==> config.mk <==
export PLATFORM = sky130hd
export DESIGN_NAME = logger_top
export DESIGN_NICKNAME = d
export VERILOG_FILES = /design/src/hw/logger_pkg.sv /design/src/hw/adc_timer.sv /design/src/hw/console_fsm.sv /design/src/hw/logger_top.sv /design/src/hw/packet_descriptor.sv /design/src/hw/packet_sender.sv
export VERILOG_INCLUDE_DIRS = /design/src /design/src/hw
export SDC_FILE = /design/constraint.sdc
export NUM_CORES = 1
export LEC_CHECK = 0
export BUFFER_PORTS_ARGS = -buffer_cell sky130_fd_sc_hd__clkbuf_2
export CORE_ASPECT_RATIO = 0.6
export CORE_UTILIZATION = 45
export CTS_CLUSTER_SIZE = 40
export DETAILED_ROUTE_END_ITERATION = 7
export SETUP_SLACK_MARGIN = 0.15
export SKIP_LAST_GASP = 1
export SLEW_MARGIN = 25
export SYNTH_ARGS = -nofsm -noshare
export SYNTH_HDL_FRONTEND = slang
export SYNTH_SLANG_ARGS = --single-unit
==> constraint.sdc <==
create_clock -name clk -period 7.7 [get_ports clk]
set_clock_uncertainty 0.15 [all_clocks]
set_input_delay 0.77 -clock clk [delete_from_list [all_inputs] [get_ports clk]]
set_output_delay 0.77 -clock clk [all_outputs]
set_load 0.1 [all_outputs]
==> src/hw/logger_settings.svh <==
`ifndef LOGGER_SETTINGS_SVH
`define LOGGER_SETTINGS_SVH

// ADC operation latencies in clock cycles
`define LOG_LAT_INIT 20
`define LOG_LAT_TYPE 8
`define LOG_LAT_CONF 12
`define LOG_LAT_CONV 30

// transfer of one conversion result into RAM
`define LOG_LAT_TRAN 6

// conversion results rotate through this many RAM frames
`define LOG_NUM_FRAMES 6

// packet lengths in RAM words
`define LOG_CTRL_DLEN 'h002
`define LOG_DATA_DLEN 'h202

// frame n starts at n times the stride
`define LOG_FRAME_STRIDE 'h240

`endif

==> src/hw/logger_pkg.sv <==
`default_nettype none

package logger_pkg;

    // packet type field as seen on the host link
    typedef enum logic [3:0] {
        BT_INIT   = 4'd0,
        BT_DIDX   = 4'd5,
        BT_DPARAM = 4'd6,
        BT_DDIDX  = 4'd7,
        BT_DLINK  = 4'd8,
        BT_DTYPE  = 4'd9,
        BT_DTEMP  = 4'd10,
        BT_DATA0  = 4'd13,
        BT_DATA1  = 4'd14
    } btype_e;

    typedef enum logic [2:0] {
        OP_NONE,
        OP_INIT,
        OP_TYPE,
        OP_CONF,
        OP_CONV,
        OP_TRAN
    } adc_op_e;

    typedef struct packed {
        btype_e      btype;
        logic [11:0] addr;
        logic [11:0] dlen;
    } pkt_desc_t;

    typedef struct packed {
        logic        valid;
        btype_e      btype;
        logic [11:0] addr;
        logic        last;
    } tx_word_t;

    // fixed RAM locations of the control packets
    localparam logic [11:0] RAM_ADDR_INIT  = 12'hFE0;
    localparam logic [11:0] RAM_ADDR_DLINK = 12'hFCC;
    localparam logic [11:0] RAM_ADDR_DTYPE = 12'hFC0;
    localparam logic [11:0] RAM_ADDR_DTEMP = 12'hFC4;

endpackage

`default_nettype wire

==> src/hw/adc_timer.sv <==
`timescale 1ns/1ps
`default_nettype none

`include "logger_settings.svh"

module adc_timer (
    input  wire                 clk,
    input  wire                 rst,
    input  wire logger_pkg::adc_op_e adc_op,
    output logic                adc_done
);

    localparam int CNT_W = 8;

    logger_pkg::adc_op_e prev_op;
    logic [CNT_W-1:0]    latency;
    logic [CNT_W-1:0]    count;
    logic                armed;
    logic                load;

    always_comb begin
        case (adc_op)
            logger_pkg::OP_INIT: latency = CNT_W'(`LOG_LAT_INIT);
            logger_pkg::OP_TYPE: latency = CNT_W'(`LOG_LAT_TYPE);
            logger_pkg::OP_CONF: latency = CNT_W'(`LOG_LAT_CONF);
            logger_pkg::OP_CONV: latency = CNT_W'(`LOG_LAT_CONV);
            logger_pkg::OP_TRAN: latency = CNT_W'(`LOG_LAT_TRAN);
            default:             latency = '0;
        endcase
    end

    // a new request is a step away from NONE, or the switch to a transfer
    assign load = (adc_op != logger_pkg::OP_NONE) &&
                  ((prev_op == logger_pkg::OP_NONE) ||
                   (adc_op == logger_pkg::OP_TRAN && prev_op != logger_pkg::OP_TRAN));

    assign adc_done = armed && (count == '0) && (adc_op != logger_pkg::OP_NONE);

    always_ff @(posedge clk or posedge rst) begin
        if (rst) begin
            prev_op <= logger_pkg::OP_NONE;
            armed   <= 1'b0;
            count   <= '0;
        end else begin
            prev_op <= adc_op;
            if (adc_op == logger_pkg::OP_NONE) begin
                armed <= 1'b0;
            end else if (load) begin
                armed <= 1'b1;
                count <= latency - CNT_W'(1);
            end else if (adc_done) begin
                armed <= 1'b0;
            end else if (armed) begin
                count <= count - CNT_W'(1);
            end
        end
    end

endmodule

`default_nettype wire

==> src/hw/console_fsm.sv <==
`timescale 1ns/1ps
`default_nettype none

module console_fsm (
    input  wire                  clk,
    input  wire                  rst,
    input  wire                  host_read,
    input  wire logger_pkg::btype_e host_btype,
    input  wire                  adc_done,
    input  wire                  send_done,
    output logic                 read_ack,
    output logger_pkg::adc_op_e  adc_op,
    output logic                 take,
    output logger_pkg::adc_op_e  take_op,
    output logic                 send,
    output logic                 clear
);

    // bit positions of the one-hot state vector
    localparam int MAIN_IDLE  = 0;
    localparam int MAIN_WAIT  = 1;
    localparam int MAIN_TAKE  = 2;
    localparam int LINK_IDLE  = 3;
    localparam int LINK_WORK  = 4;
    localparam int LINK_TAKE  = 5;
    localparam int LINK_SEND  = 6;
    localparam int LINK_DONE  = 7;
    localparam int TYPE_IDLE  = 8;
    localparam int TYPE_WORK  = 9;
    localparam int TYPE_TAKE  = 10;
    localparam int TYPE_SEND  = 11;
    localparam int TYPE_DONE  = 12;
    localparam int CONF_IDLE  = 13;
    localparam int CONF_WORK  = 14;
    localparam int CONF_TAKE  = 15;
    localparam int CONF_SEND  = 16;
    localparam int CONF_DONE  = 17;
    localparam int CONV_IDLE  = 18;
    localparam int CONV_WORK  = 19;
    localparam int CONV_TAKE  = 20;
    localparam int CONV_SEND  = 21;
    localparam int CONV_DONE  = 22;
    localparam int NUM_STATES = 23;

    logic [NUM_STATES-1:0] state;
    logic [NUM_STATES-1:0] next_state;
    logic                  tran_seen;
    logic                  sent_seen;
    logic                  conv_fin;

    // both the RAM transfer and the host send must finish, in either order
    assign conv_fin = (tran_seen | adc_done) & (sent_seen | send_done);

    always_ff @(posedge clk or posedge rst) begin
        if (rst) begin
            state <= NUM_STATES'(1) << MAIN_IDLE;
        end else begin
            state <= next_state;
        end
    end

    always_comb begin
        next_state = '0;
        case (1'b1)
            state[MAIN_IDLE]: next_state[LINK_IDLE] = 1'b1;
            state[MAIN_WAIT]: next_state[host_read ? MAIN_TAKE : MAIN_WAIT] = 1'b1;
            state[MAIN_TAKE]: begin
                case (host_btype)
                    logger_pkg::BT_DIDX:   next_state[TYPE_IDLE] = 1'b1;
                    logger_pkg::BT_DPARAM: next_state[CONF_IDLE] = 1'b1;
                    logger_pkg::BT_DDIDX:  next_state[CONV_IDLE] = 1'b1;
                    // unknown commands are dropped without an ack
                    default:               next_state[MAIN_WAIT] = 1'b1;
                endcase
            end
            state[LINK_IDLE]: next_state[LINK_WORK] = 1'b1;
            state[LINK_WORK]: next_state[adc_done ? LINK_TAKE : LINK_WORK] = 1'b1;
            state[LINK_TAKE]: next_state[LINK_SEND] = 1'b1;
            state[LINK_SEND]: next_state[send_done ? LINK_DONE : LINK_SEND] = 1'b1;
            state[LINK_DONE]: next_state[MAIN_WAIT] = 1'b1;
            state[TYPE_IDLE]: next_state[host_read ? TYPE_IDLE : TYPE_WORK] = 1'b1;
            state[TYPE_WORK]: next_state[adc_done ? TYPE_TAKE : TYPE_WORK] = 1'b1;
            state[TYPE_TAKE]: next_state[TYPE_SEND] = 1'b1;
            state[TYPE_SEND]: next_state[send_done ? TYPE_DONE : TYPE_SEND] = 1'b1;
            state[TYPE_DONE]: next_state[MAIN_WAIT] = 1'b1;
            state[CONF_IDLE]: next_state[host_read ? CONF_IDLE : CONF_WORK] = 1'b1;
            state[CONF_WORK]: next_state[adc_done ? CONF_TAKE : CONF_WORK] = 1'b1;
            state[CONF_TAKE]: next_state[CONF_SEND] = 1'b1;
            state[CONF_SEND]: next_state[send_done ? CONF_DONE : CONF_SEND] = 1'b1;
            state[CONF_DONE]: next_state[MAIN_WAIT] = 1'b1;
            state[CONV_IDLE]: next_state[host_read ? CONV_IDLE : CONV_WORK] = 1'b1;
            state[CONV_WORK]: next_state[adc_done ? CONV_TAKE : CONV_WORK] = 1'b1;
            state[CONV_TAKE]: next_state[CONV_SEND] = 1'b1;
            state[CONV_SEND]: next_state[conv_fin ? CONV_DONE : CONV_SEND] = 1'b1;
            state[CONV_DONE]: next_state[MAIN_WAIT] = 1'b1;
            default:          next_state[MAIN_IDLE] = 1'b1;
        endcase
    end

    always_ff @(posedge clk or posedge rst) begin
        if (rst) begin
            tran_seen <= 1'b0;
            sent_seen <= 1'b0;
        end else if (state[CONV_SEND] && !conv_fin) begin
            if (adc_done) tran_seen <= 1'b1;
            if (send_done) sent_seen <= 1'b1;
        end else begin
            tran_seen <= 1'b0;
            sent_seen <= 1'b0;
        end
    end

    always_comb begin
        adc_op = logger_pkg::OP_NONE;
        case (1'b1)
            state[LINK_WORK]: adc_op = logger_pkg::OP_INIT;
            state[TYPE_WORK]: adc_op = logger_pkg::OP_TYPE;
            state[CONF_WORK]: adc_op = logger_pkg::OP_CONF;
            state[CONV_WORK]: adc_op = logger_pkg::OP_CONV;
            state[CONV_SEND]: adc_op = logger_pkg::OP_TRAN;
            default:          adc_op = logger_pkg::OP_NONE;
        endcase
    end

    always_comb begin
        take_op = logger_pkg::OP_NONE;
        case (1'b1)
            state[LINK_TAKE]: take_op = logger_pkg::OP_INIT;
            state[TYPE_TAKE]: take_op = logger_pkg::OP_TYPE;
            state[CONF_TAKE]: take_op = logger_pkg::OP_CONF;
            state[CONV_TAKE]: take_op = logger_pkg::OP_CONV;
            default:          take_op = logger_pkg::OP_NONE;
        endcase
    end

    assign take     = state[LINK_TAKE] | state[TYPE_TAKE] | state[CONF_TAKE] | state[CONV_TAKE];
    assign send     = state[LINK_SEND] | state[TYPE_SEND] | state[CONF_SEND] | state[CONV_SEND];
    assign read_ack = state[TYPE_IDLE] | state[CONF_IDLE] | state[CONV_IDLE];
    assign clear    = state[MAIN_IDLE] | state[MAIN_WAIT];

endmodule

`default_nettype wire

==> src/hw/logger_top.sv <==
`timescale 1ns/1ps
`default_nettype none

module logger_top (
    input  wire                   clk,
    input  wire                   rst,
    input  wire                   host_read,
    input  wire logger_pkg::btype_e host_btype,
    output logic                  read_ack,
    output logger_pkg::tx_word_t  tx,
    output logger_pkg::pkt_desc_t desc
);

    logger_pkg::adc_op_e adc_op;
    logger_pkg::adc_op_e take_op;
    logic                adc_done;
    logic                take;
    logic                send;
    logic                send_done;
    logic                clear;

    console_fsm fsm_i (
        .clk        (clk),
        .rst        (rst),
        .host_read  (host_read),
        .host_btype (host_btype),
        .adc_done   (adc_done),
        .send_done  (send_done),
        .read_ack   (read_ack),
        .adc_op     (adc_op),
        .take       (take),
        .take_op    (take_op),
        .send       (send),
        .clear      (clear)
    );

    adc_timer timer_i (
        .clk      (clk),
        .rst      (rst),
        .adc_op   (adc_op),
        .adc_done (adc_done)
    );

    packet_descriptor desc_i (
        .clk     (clk),
        .rst     (rst),
        .take    (take),
        .take_op (take_op),
        .clear   (clear),
        .desc    (desc)
    );

    packet_sender sender_i (
        .clk       (clk),
        .rst       (rst),
        .send      (send),
        .desc      (desc),
        .tx        (tx),
        .send_done (send_done)
    );

endmodule

`default_nettype wire

==> src/hw/packet_descriptor.sv <==
`timescale 1ns/1ps
`default_nettype none

`include "logger_settings.svh"

module packet_descriptor (
    input  wire                   clk,
    input  wire                   rst,
    input  wire                   take,
    input  wire logger_pkg::adc_op_e take_op,
    input  wire                   clear,
    output logger_pkg::pkt_desc_t desc
);

    localparam int          NUM_FRAMES   = `LOG_NUM_FRAMES;
    localparam int          FRAME_W      = $clog2(NUM_FRAMES);
    localparam logic [11:0] CTRL_DLEN    = 12'(`LOG_CTRL_DLEN);
    localparam logic [11:0] DATA_DLEN    = 12'(`LOG_DATA_DLEN);
    localparam logic [11:0] FRAME_STRIDE = 12'(`LOG_FRAME_STRIDE);

    logic [FRAME_W-1:0]    frame;
    logic [11:0]           frame_base;
    logger_pkg::pkt_desc_t next_desc;
    logger_pkg::pkt_desc_t idle_desc;

    assign frame_base = 12'(frame) * FRAME_STRIDE;

    assign idle_desc = '{btype: logger_pkg::BT_INIT, addr: logger_pkg::RAM_ADDR_INIT,
                         dlen: 12'h000};

    always_comb begin
        next_desc = desc;
        case (take_op)
            logger_pkg::OP_INIT: begin
                next_desc = '{logger_pkg::BT_DLINK, logger_pkg::RAM_ADDR_DLINK, CTRL_DLEN};
            end
            logger_pkg::OP_TYPE: begin
                next_desc = '{logger_pkg::BT_DTYPE, logger_pkg::RAM_ADDR_DTYPE, CTRL_DLEN};
            end
            logger_pkg::OP_CONF: begin
                next_desc = '{logger_pkg::BT_DTEMP, logger_pkg::RAM_ADDR_DTEMP, CTRL_DLEN};
            end
            logger_pkg::OP_CONV: begin
                // odd frames go out as DATA1 so the host can spot a lost packet
                next_desc.btype = frame[0] ? logger_pkg::BT_DATA1 : logger_pkg::BT_DATA0;
                next_desc.addr  = frame_base;
                next_desc.dlen  = DATA_DLEN;
            end
            default: next_desc = desc;
        endcase
    end

    always_ff @(posedge clk or posedge rst) begin
        if (rst) begin
            frame <= '0;
        end else if (take && take_op == logger_pkg::OP_CONV) begin
            frame <= (frame == FRAME_W'(NUM_FRAMES - 1)) ? '0 : frame + FRAME_W'(1);
        end
    end

    always_ff @(posedge clk or posedge rst) begin
        if (rst) begin
            desc <= idle_desc;
        end else if (clear) begin
            desc <= idle_desc;
        end else if (take) begin
            desc <= next_desc;
        end
    end

endmodule

`default_nettype wire

==> src/hw/packet_sender.sv <==
`timescale 1ns/1ps
`default_nettype none

module packet_sender (
    input  wire                   clk,
    input  wire                   rst,
    input  wire                   send,
    input  wire logger_pkg::pkt_desc_t desc,
    output logger_pkg::tx_word_t  tx,
    output logic                  send_done
);

    logic               send_q;
    logic               start;
    logic               busy;
    logic               done_q;
    logger_pkg::btype_e btype_q;
    logic [11:0]        addr_q;
    logic [11:0]        left_q;

    assign start = send && !send_q;

    always_ff @(posedge clk or posedge rst) begin
        if (rst) begin
            send_q <= 1'b0;
            busy   <= 1'b0;
            done_q <= 1'b0;
        end else begin
            send_q <= send;
            done_q <= 1'b0;
            if (start) begin
                // an empty packet completes at once
                busy   <= (desc.dlen != 12'h000);
                done_q <= (desc.dlen == 12'h000);
            end else if (busy && left_q == 12'h000) begin
                busy   <= 1'b0;
                done_q <= 1'b1;
            end
        end
    end

    // left_q counts the words still to go after the current one
    always_ff @(posedge clk) begin
        if (start) begin
            btype_q <= desc.btype;
            addr_q  <= desc.addr;
            left_q  <= desc.dlen - 12'h001;
        end else if (busy) begin
            addr_q <= addr_q + 12'h001;
            left_q <= left_q - 12'h001;
        end
    end

    always_comb begin
        tx.valid = busy;
        tx.btype = btype_q;
        tx.addr  = addr_q;
        tx.last  = busy && (left_q == 12'h000);
    end

    assign send_done = done_q;

endmodule

`default_nettype wire

==> results summary <==
Yosys mapped a number of flops with a built-in enable equal to 28. Summed over all nets, the half-perimeter wirelength after detailed placement is 6520 um. The stage delay of the slowest cell on the critical path came out at 0.55 ns. The overall overflow remaining after global route is 0. The pin count of the biggest net entering global routing came out at 54. The net switching share of the total power is 33.4%. The detailed-routing iteration count for the pre-antenna-repair pass came out at 5. The number of clock buffers inserted by TritonCTS came out at 9.

The mean post-synth cell area is 10.0 um2. In this run the clock root is driven by a sky130_fd_sc_hd__clkbuf_16. The number of global-route vias before repair is 2946. The die is 128 um wide. The number of pins with negative max-slew slack in the final report is 0.

The share of power burned in registers came out at 43.1%. The async set-reset flop share out of synthesis is 65.4%. The worst-margin pin slew is 0.736 ns. The number of DRC violations after detailed routing came out at 0.

The count of maximum capacitance violations is 0. Setup violations remaining at the end of the flow were counted as 0. The number of flip-flops and latches in the synthesized netlist came out at 81. The worst setup path is captured at a register.

The post-route standard cell area excluding fillers came out at 4750 um2. Timing would allow up to 254 MHz. Counting along the longest clock path gives a buffer depth of 2.

The clock insertion delay at the later pin of the skew report came out at 0.34 ns. In this run the tightest slew margin relative to its limit is 50.5%. The final total power came out at 0.00123 W.

Broken down by cell family, the worst path's largest delay share belongs to simple AND/OR/NAND/NOR gates. The total core area is 9190 um2. STA classifies the critical path startpoint as a register. After synthesis, the netlist uses 63 different library cells. The count of nets after finishing came out at 465. The H-tree was split into 3 levels.

The total wirelength of the detailed-routed design is 9280 um. The number of placement rows came out at 27. The area of the mapped netlist came out at 4270 um2. The number of antenna violations at the first check in global routing is 0.

Clock-pin slew was measured on the worst setup and hold paths at 0.06 ns. The main flop type after synthesis is sky130_fd_sc_hd__dfrtp_1. The design internal power came out at 0.000822 W. The setup slack at placement came out at 3.79 ns.

The die boundary height is 77.4 um. The number of buffers inserted by port buffering came out at 40. The via count is 3158. The violation count after the first detailed-route iteration is 237. The arrival time reported for the critical path endpoint came out at 3.86 ns.

Sorting the synthesized cells by area gives the leading types as sky130_fd_sc_hd__dfrtp_1 (28%), sky130_fd_sc_hd__edfxtp_1 (20%), sky130_fd_sc_hd__nor2_1 (4.5%), sky130_fd_sc_hd__buf_4 (3.5%), sky130_fd_sc_hd__a21oi_1 (3.3%). After filler insertion, the fill cell instance count of the layout stands at 850. The area overhead of the layout relative to synthesis is 11.4%.

The number of setup buffers added after CTS is 0. The largest area contributor in the synthesized netlist is sky130_fd_sc_hd__dfrtp_1. TritonCTS built the clock tree. Pin placement for this block handled 54 I/O pins. At the end of routability-driven placement, the weighted congestion stood at 0.917.

The total power divided by cell area is 259 nW/um2. The proportion of synthesized chip area in sequential cells came out at 50.9%. Of the total power, combinational logic draws 23.1%. In this run the worst path has a maximum fanout of 29.

The run finished with clean final reports. Together, buffers and inverters on the worst path number 1. The fraction of layout instances using a drive strength above 1 came out at 17.9%.

Walking the worst path, the cells encountered are nor4_1 -> or2_2 -> inv_1 -> and2_1 -> a21oi_1 -> ha_1 -> nand3_1 -> or3_1 -> xor2_1 -> o21ai_0. The data required time at the worst endpoint came out at 7.62 ns. Gates resized during post-CTS repair numbered 0. The worst min-delay path class is reg2reg. The die covers 9890 um2. The final setup TNS is 0 ns. The global routing usage summed across all routing layers came out at 20.5%.

The switching component of the power came out at 0.000412 W. The placed instances occupy a cell area of 4460 um2. The quantity of hold-fixing buffers added after cts is 0. The final critical-path share of the clock period is 51.1%. The final critical-path setup slack came out at 3.76 ns. The highest ir drop seen on vdd came out at 0.124 mV.

In the routed layout, each cell is associated on average with a via count of 5.37. The cell at the slowest stage of the critical path is sky130_fd_sc_hd__dfrtp_1. The fraction of post-synthesis cell area in the top cell type by area is 28.1%. During synthesis, Yosys emitted a total of 0 warnings.

Setup repair after global routing left no endpoint under its margin. The smallest clock period supported by the final layout is computed as 3.94 ns. The remaining antenna violation count came out at 0. The portion of total power attributed to the clock network is 33.8%. After synthesis, the most frequently instantiated cells are sky130_fd_sc_hd__nor2_1 (51), sky130_fd_sc_hd__dfrtp_1 (48), sky130_fd_sc_hd__nand2_1 (35), sky130_fd_sc_hd__a21oi_1 (28), sky130_fd_sc_hd__edfxtp_1 (28). The final number of hold-violating endpoints is 0. The leakage power total is 1.96 nW. For this configuration, the core starts out at a cell density of 46.4%.

The critical path class is reg2reg. The wire length per cell after detailed routing came out at 15.8 um. Among all cell types in the netlist, the one instantiated most often is sky130_fd_sc_hd__nor2_1. 0 antenna diodes ended up in the layout. The wire length of the first global-routing pass is 15600 um. The instance count of the mapped netlist is 425. The total number of clock tree sinks came out at 81.
==> area by class of cell <==
type | instances | area [um2] | area share (%)
clock inverters | 5 | 36.3 | 0.763
repair buffers | 41 | 208 | 4.37
multi-input cells | 304 | 1860 | 39.1
inverters | 16 | 60.1 | 1.26
clock buffers | 11 | 254 | 5.34
well taps | 130 | 163 | 3.42
flip-flops and latches | 81 | 2170 | 45.7
==> path summary, 6_finish.rpt <==
kind                       slack, ns       startpoint  cells after the start                   to
max                             3.76  fsm_i.state[21]                     10  sender_i.left_q[10]
min                             0.27  fsm_i.state[22]                      1       fsm_i.state[0]
max reg2reg                     3.76  fsm_i.state[21]                     10  sender_i.left_q[10]
min reg2reg                     0.27  fsm_i.state[22]                      1       fsm_i.state[0]
max in group asynchronous       6.51              rst                      3      fsm_i.state[11]
min in group asynchronous       0.44              rst                      3     timer_i.count[7]
==> layout by cell type, fill, tap and decap left out, types with 4 or more instances in the layout <==
cell type,Yosys,routed
sky130_fd_sc_hd__a21oi_1,28,28
sky130_fd_sc_hd__o21ai_0,12,12
sky130_fd_sc_hd__or3_1,7,7
sky130_fd_sc_hd__nor4_1,11,11
sky130_fd_sc_hd__dfrtp_1,48,48
sky130_fd_sc_hd__mux2_2,6,6
sky130_fd_sc_hd__clkbuf_2,0,40
sky130_fd_sc_hd__nand3_1,17,17
sky130_fd_sc_hd__clkbuf_16,0,10
sky130_fd_sc_hd__xnor2_1,6,6
sky130_fd_sc_hd__mux2i_1,4,4
sky130_fd_sc_hd__o22ai_1,4,4
sky130_fd_sc_hd__xor2_1,14,14
sky130_fd_sc_hd__ha_1,5,5
sky130_fd_sc_hd__conb_1,1,13
sky130_fd_sc_hd__nor2b_1,5,5
sky130_fd_sc_hd__a211oi_1,4,4
sky130_fd_sc_hd__and2_1,5,5
sky130_fd_sc_hd__edfxtp_1,28,28
sky130_fd_sc_hd__inv_1,16,15
sky130_fd_sc_hd__dfstp_2,5,5
sky130_fd_sc_hd__nand4_1,6,6
sky130_fd_sc_hd__nor3_1,20,20
sky130_fd_sc_hd__nand2_1,35,35
sky130_fd_sc_hd__and3_1,4,4
sky130_fd_sc_hd__nor2_1,51,51
==> stage by stage <==
step,util [%],hold WS [ns],cells
after detailed placement,48.6,0.247,572
after floorplan,-,0.224,437
after CTS,51.7,0.273,588
final,51.7,0.273,588
after global routing,51.7,0.291,588
after global placement,48.6,0.263,572
==> power by group through the flow <==
stage	clock network, W	logic (W)	registers (W)
5_1_grt	0.000445	0.000313	0.000538
2_1_floorplan	0	0.000248	0.000519
6_report	0.000417	0.000285	0.000532
3_3_place_gp	0	0.000281	0.000538
3_5_place_dp	0	0.000282	0.000538
4_1_cts	0.000427	0.000283	0.000530
==> per-layer routing <==
metal | share of wire [%] | GRT usage (%) | routed length, um | vias to the layer above
met5 | 0 | 0 | 0 | -
met4 | 0.70 | 5.06 | 65 | 0
met3 | 4.3 | 5.86 | 395 | 6
met2 | 41 | 27.0 | 3800 | 78
met1 | 54 | 32.3 | 5010 | 1525
li1 | - | - | - | 1549
==> registers in the layout, indices dropped and copies added (netlist names), 3 cells and up <==
signal and flops:
fsm_i.state 23, sender_i.addr_q 12, sender_i.left_q 12, desc_i.desc 10, timer_i.count 8, sender_i.btype_q 4, desc_i.frame 3, timer_i.prev_op 3
==> cells by family after synthesis <==
kind of cell             count (synthesis)  synth area share (%)
AND/OR/NAND/NOR                        185                  22.7
flip-flops                              81                  50.9
AO/OA/AOI/OAI                           70                  11.2
buffers and inverters                   52                  6.60
XOR/XNOR                                20                  4.10
multiplexers                            11                  2.87
adder cells (fa/ha/maj)                  5                  1.47
other                                    1                0.0879
Note: power is estimated with default switching activity, not from simulation.
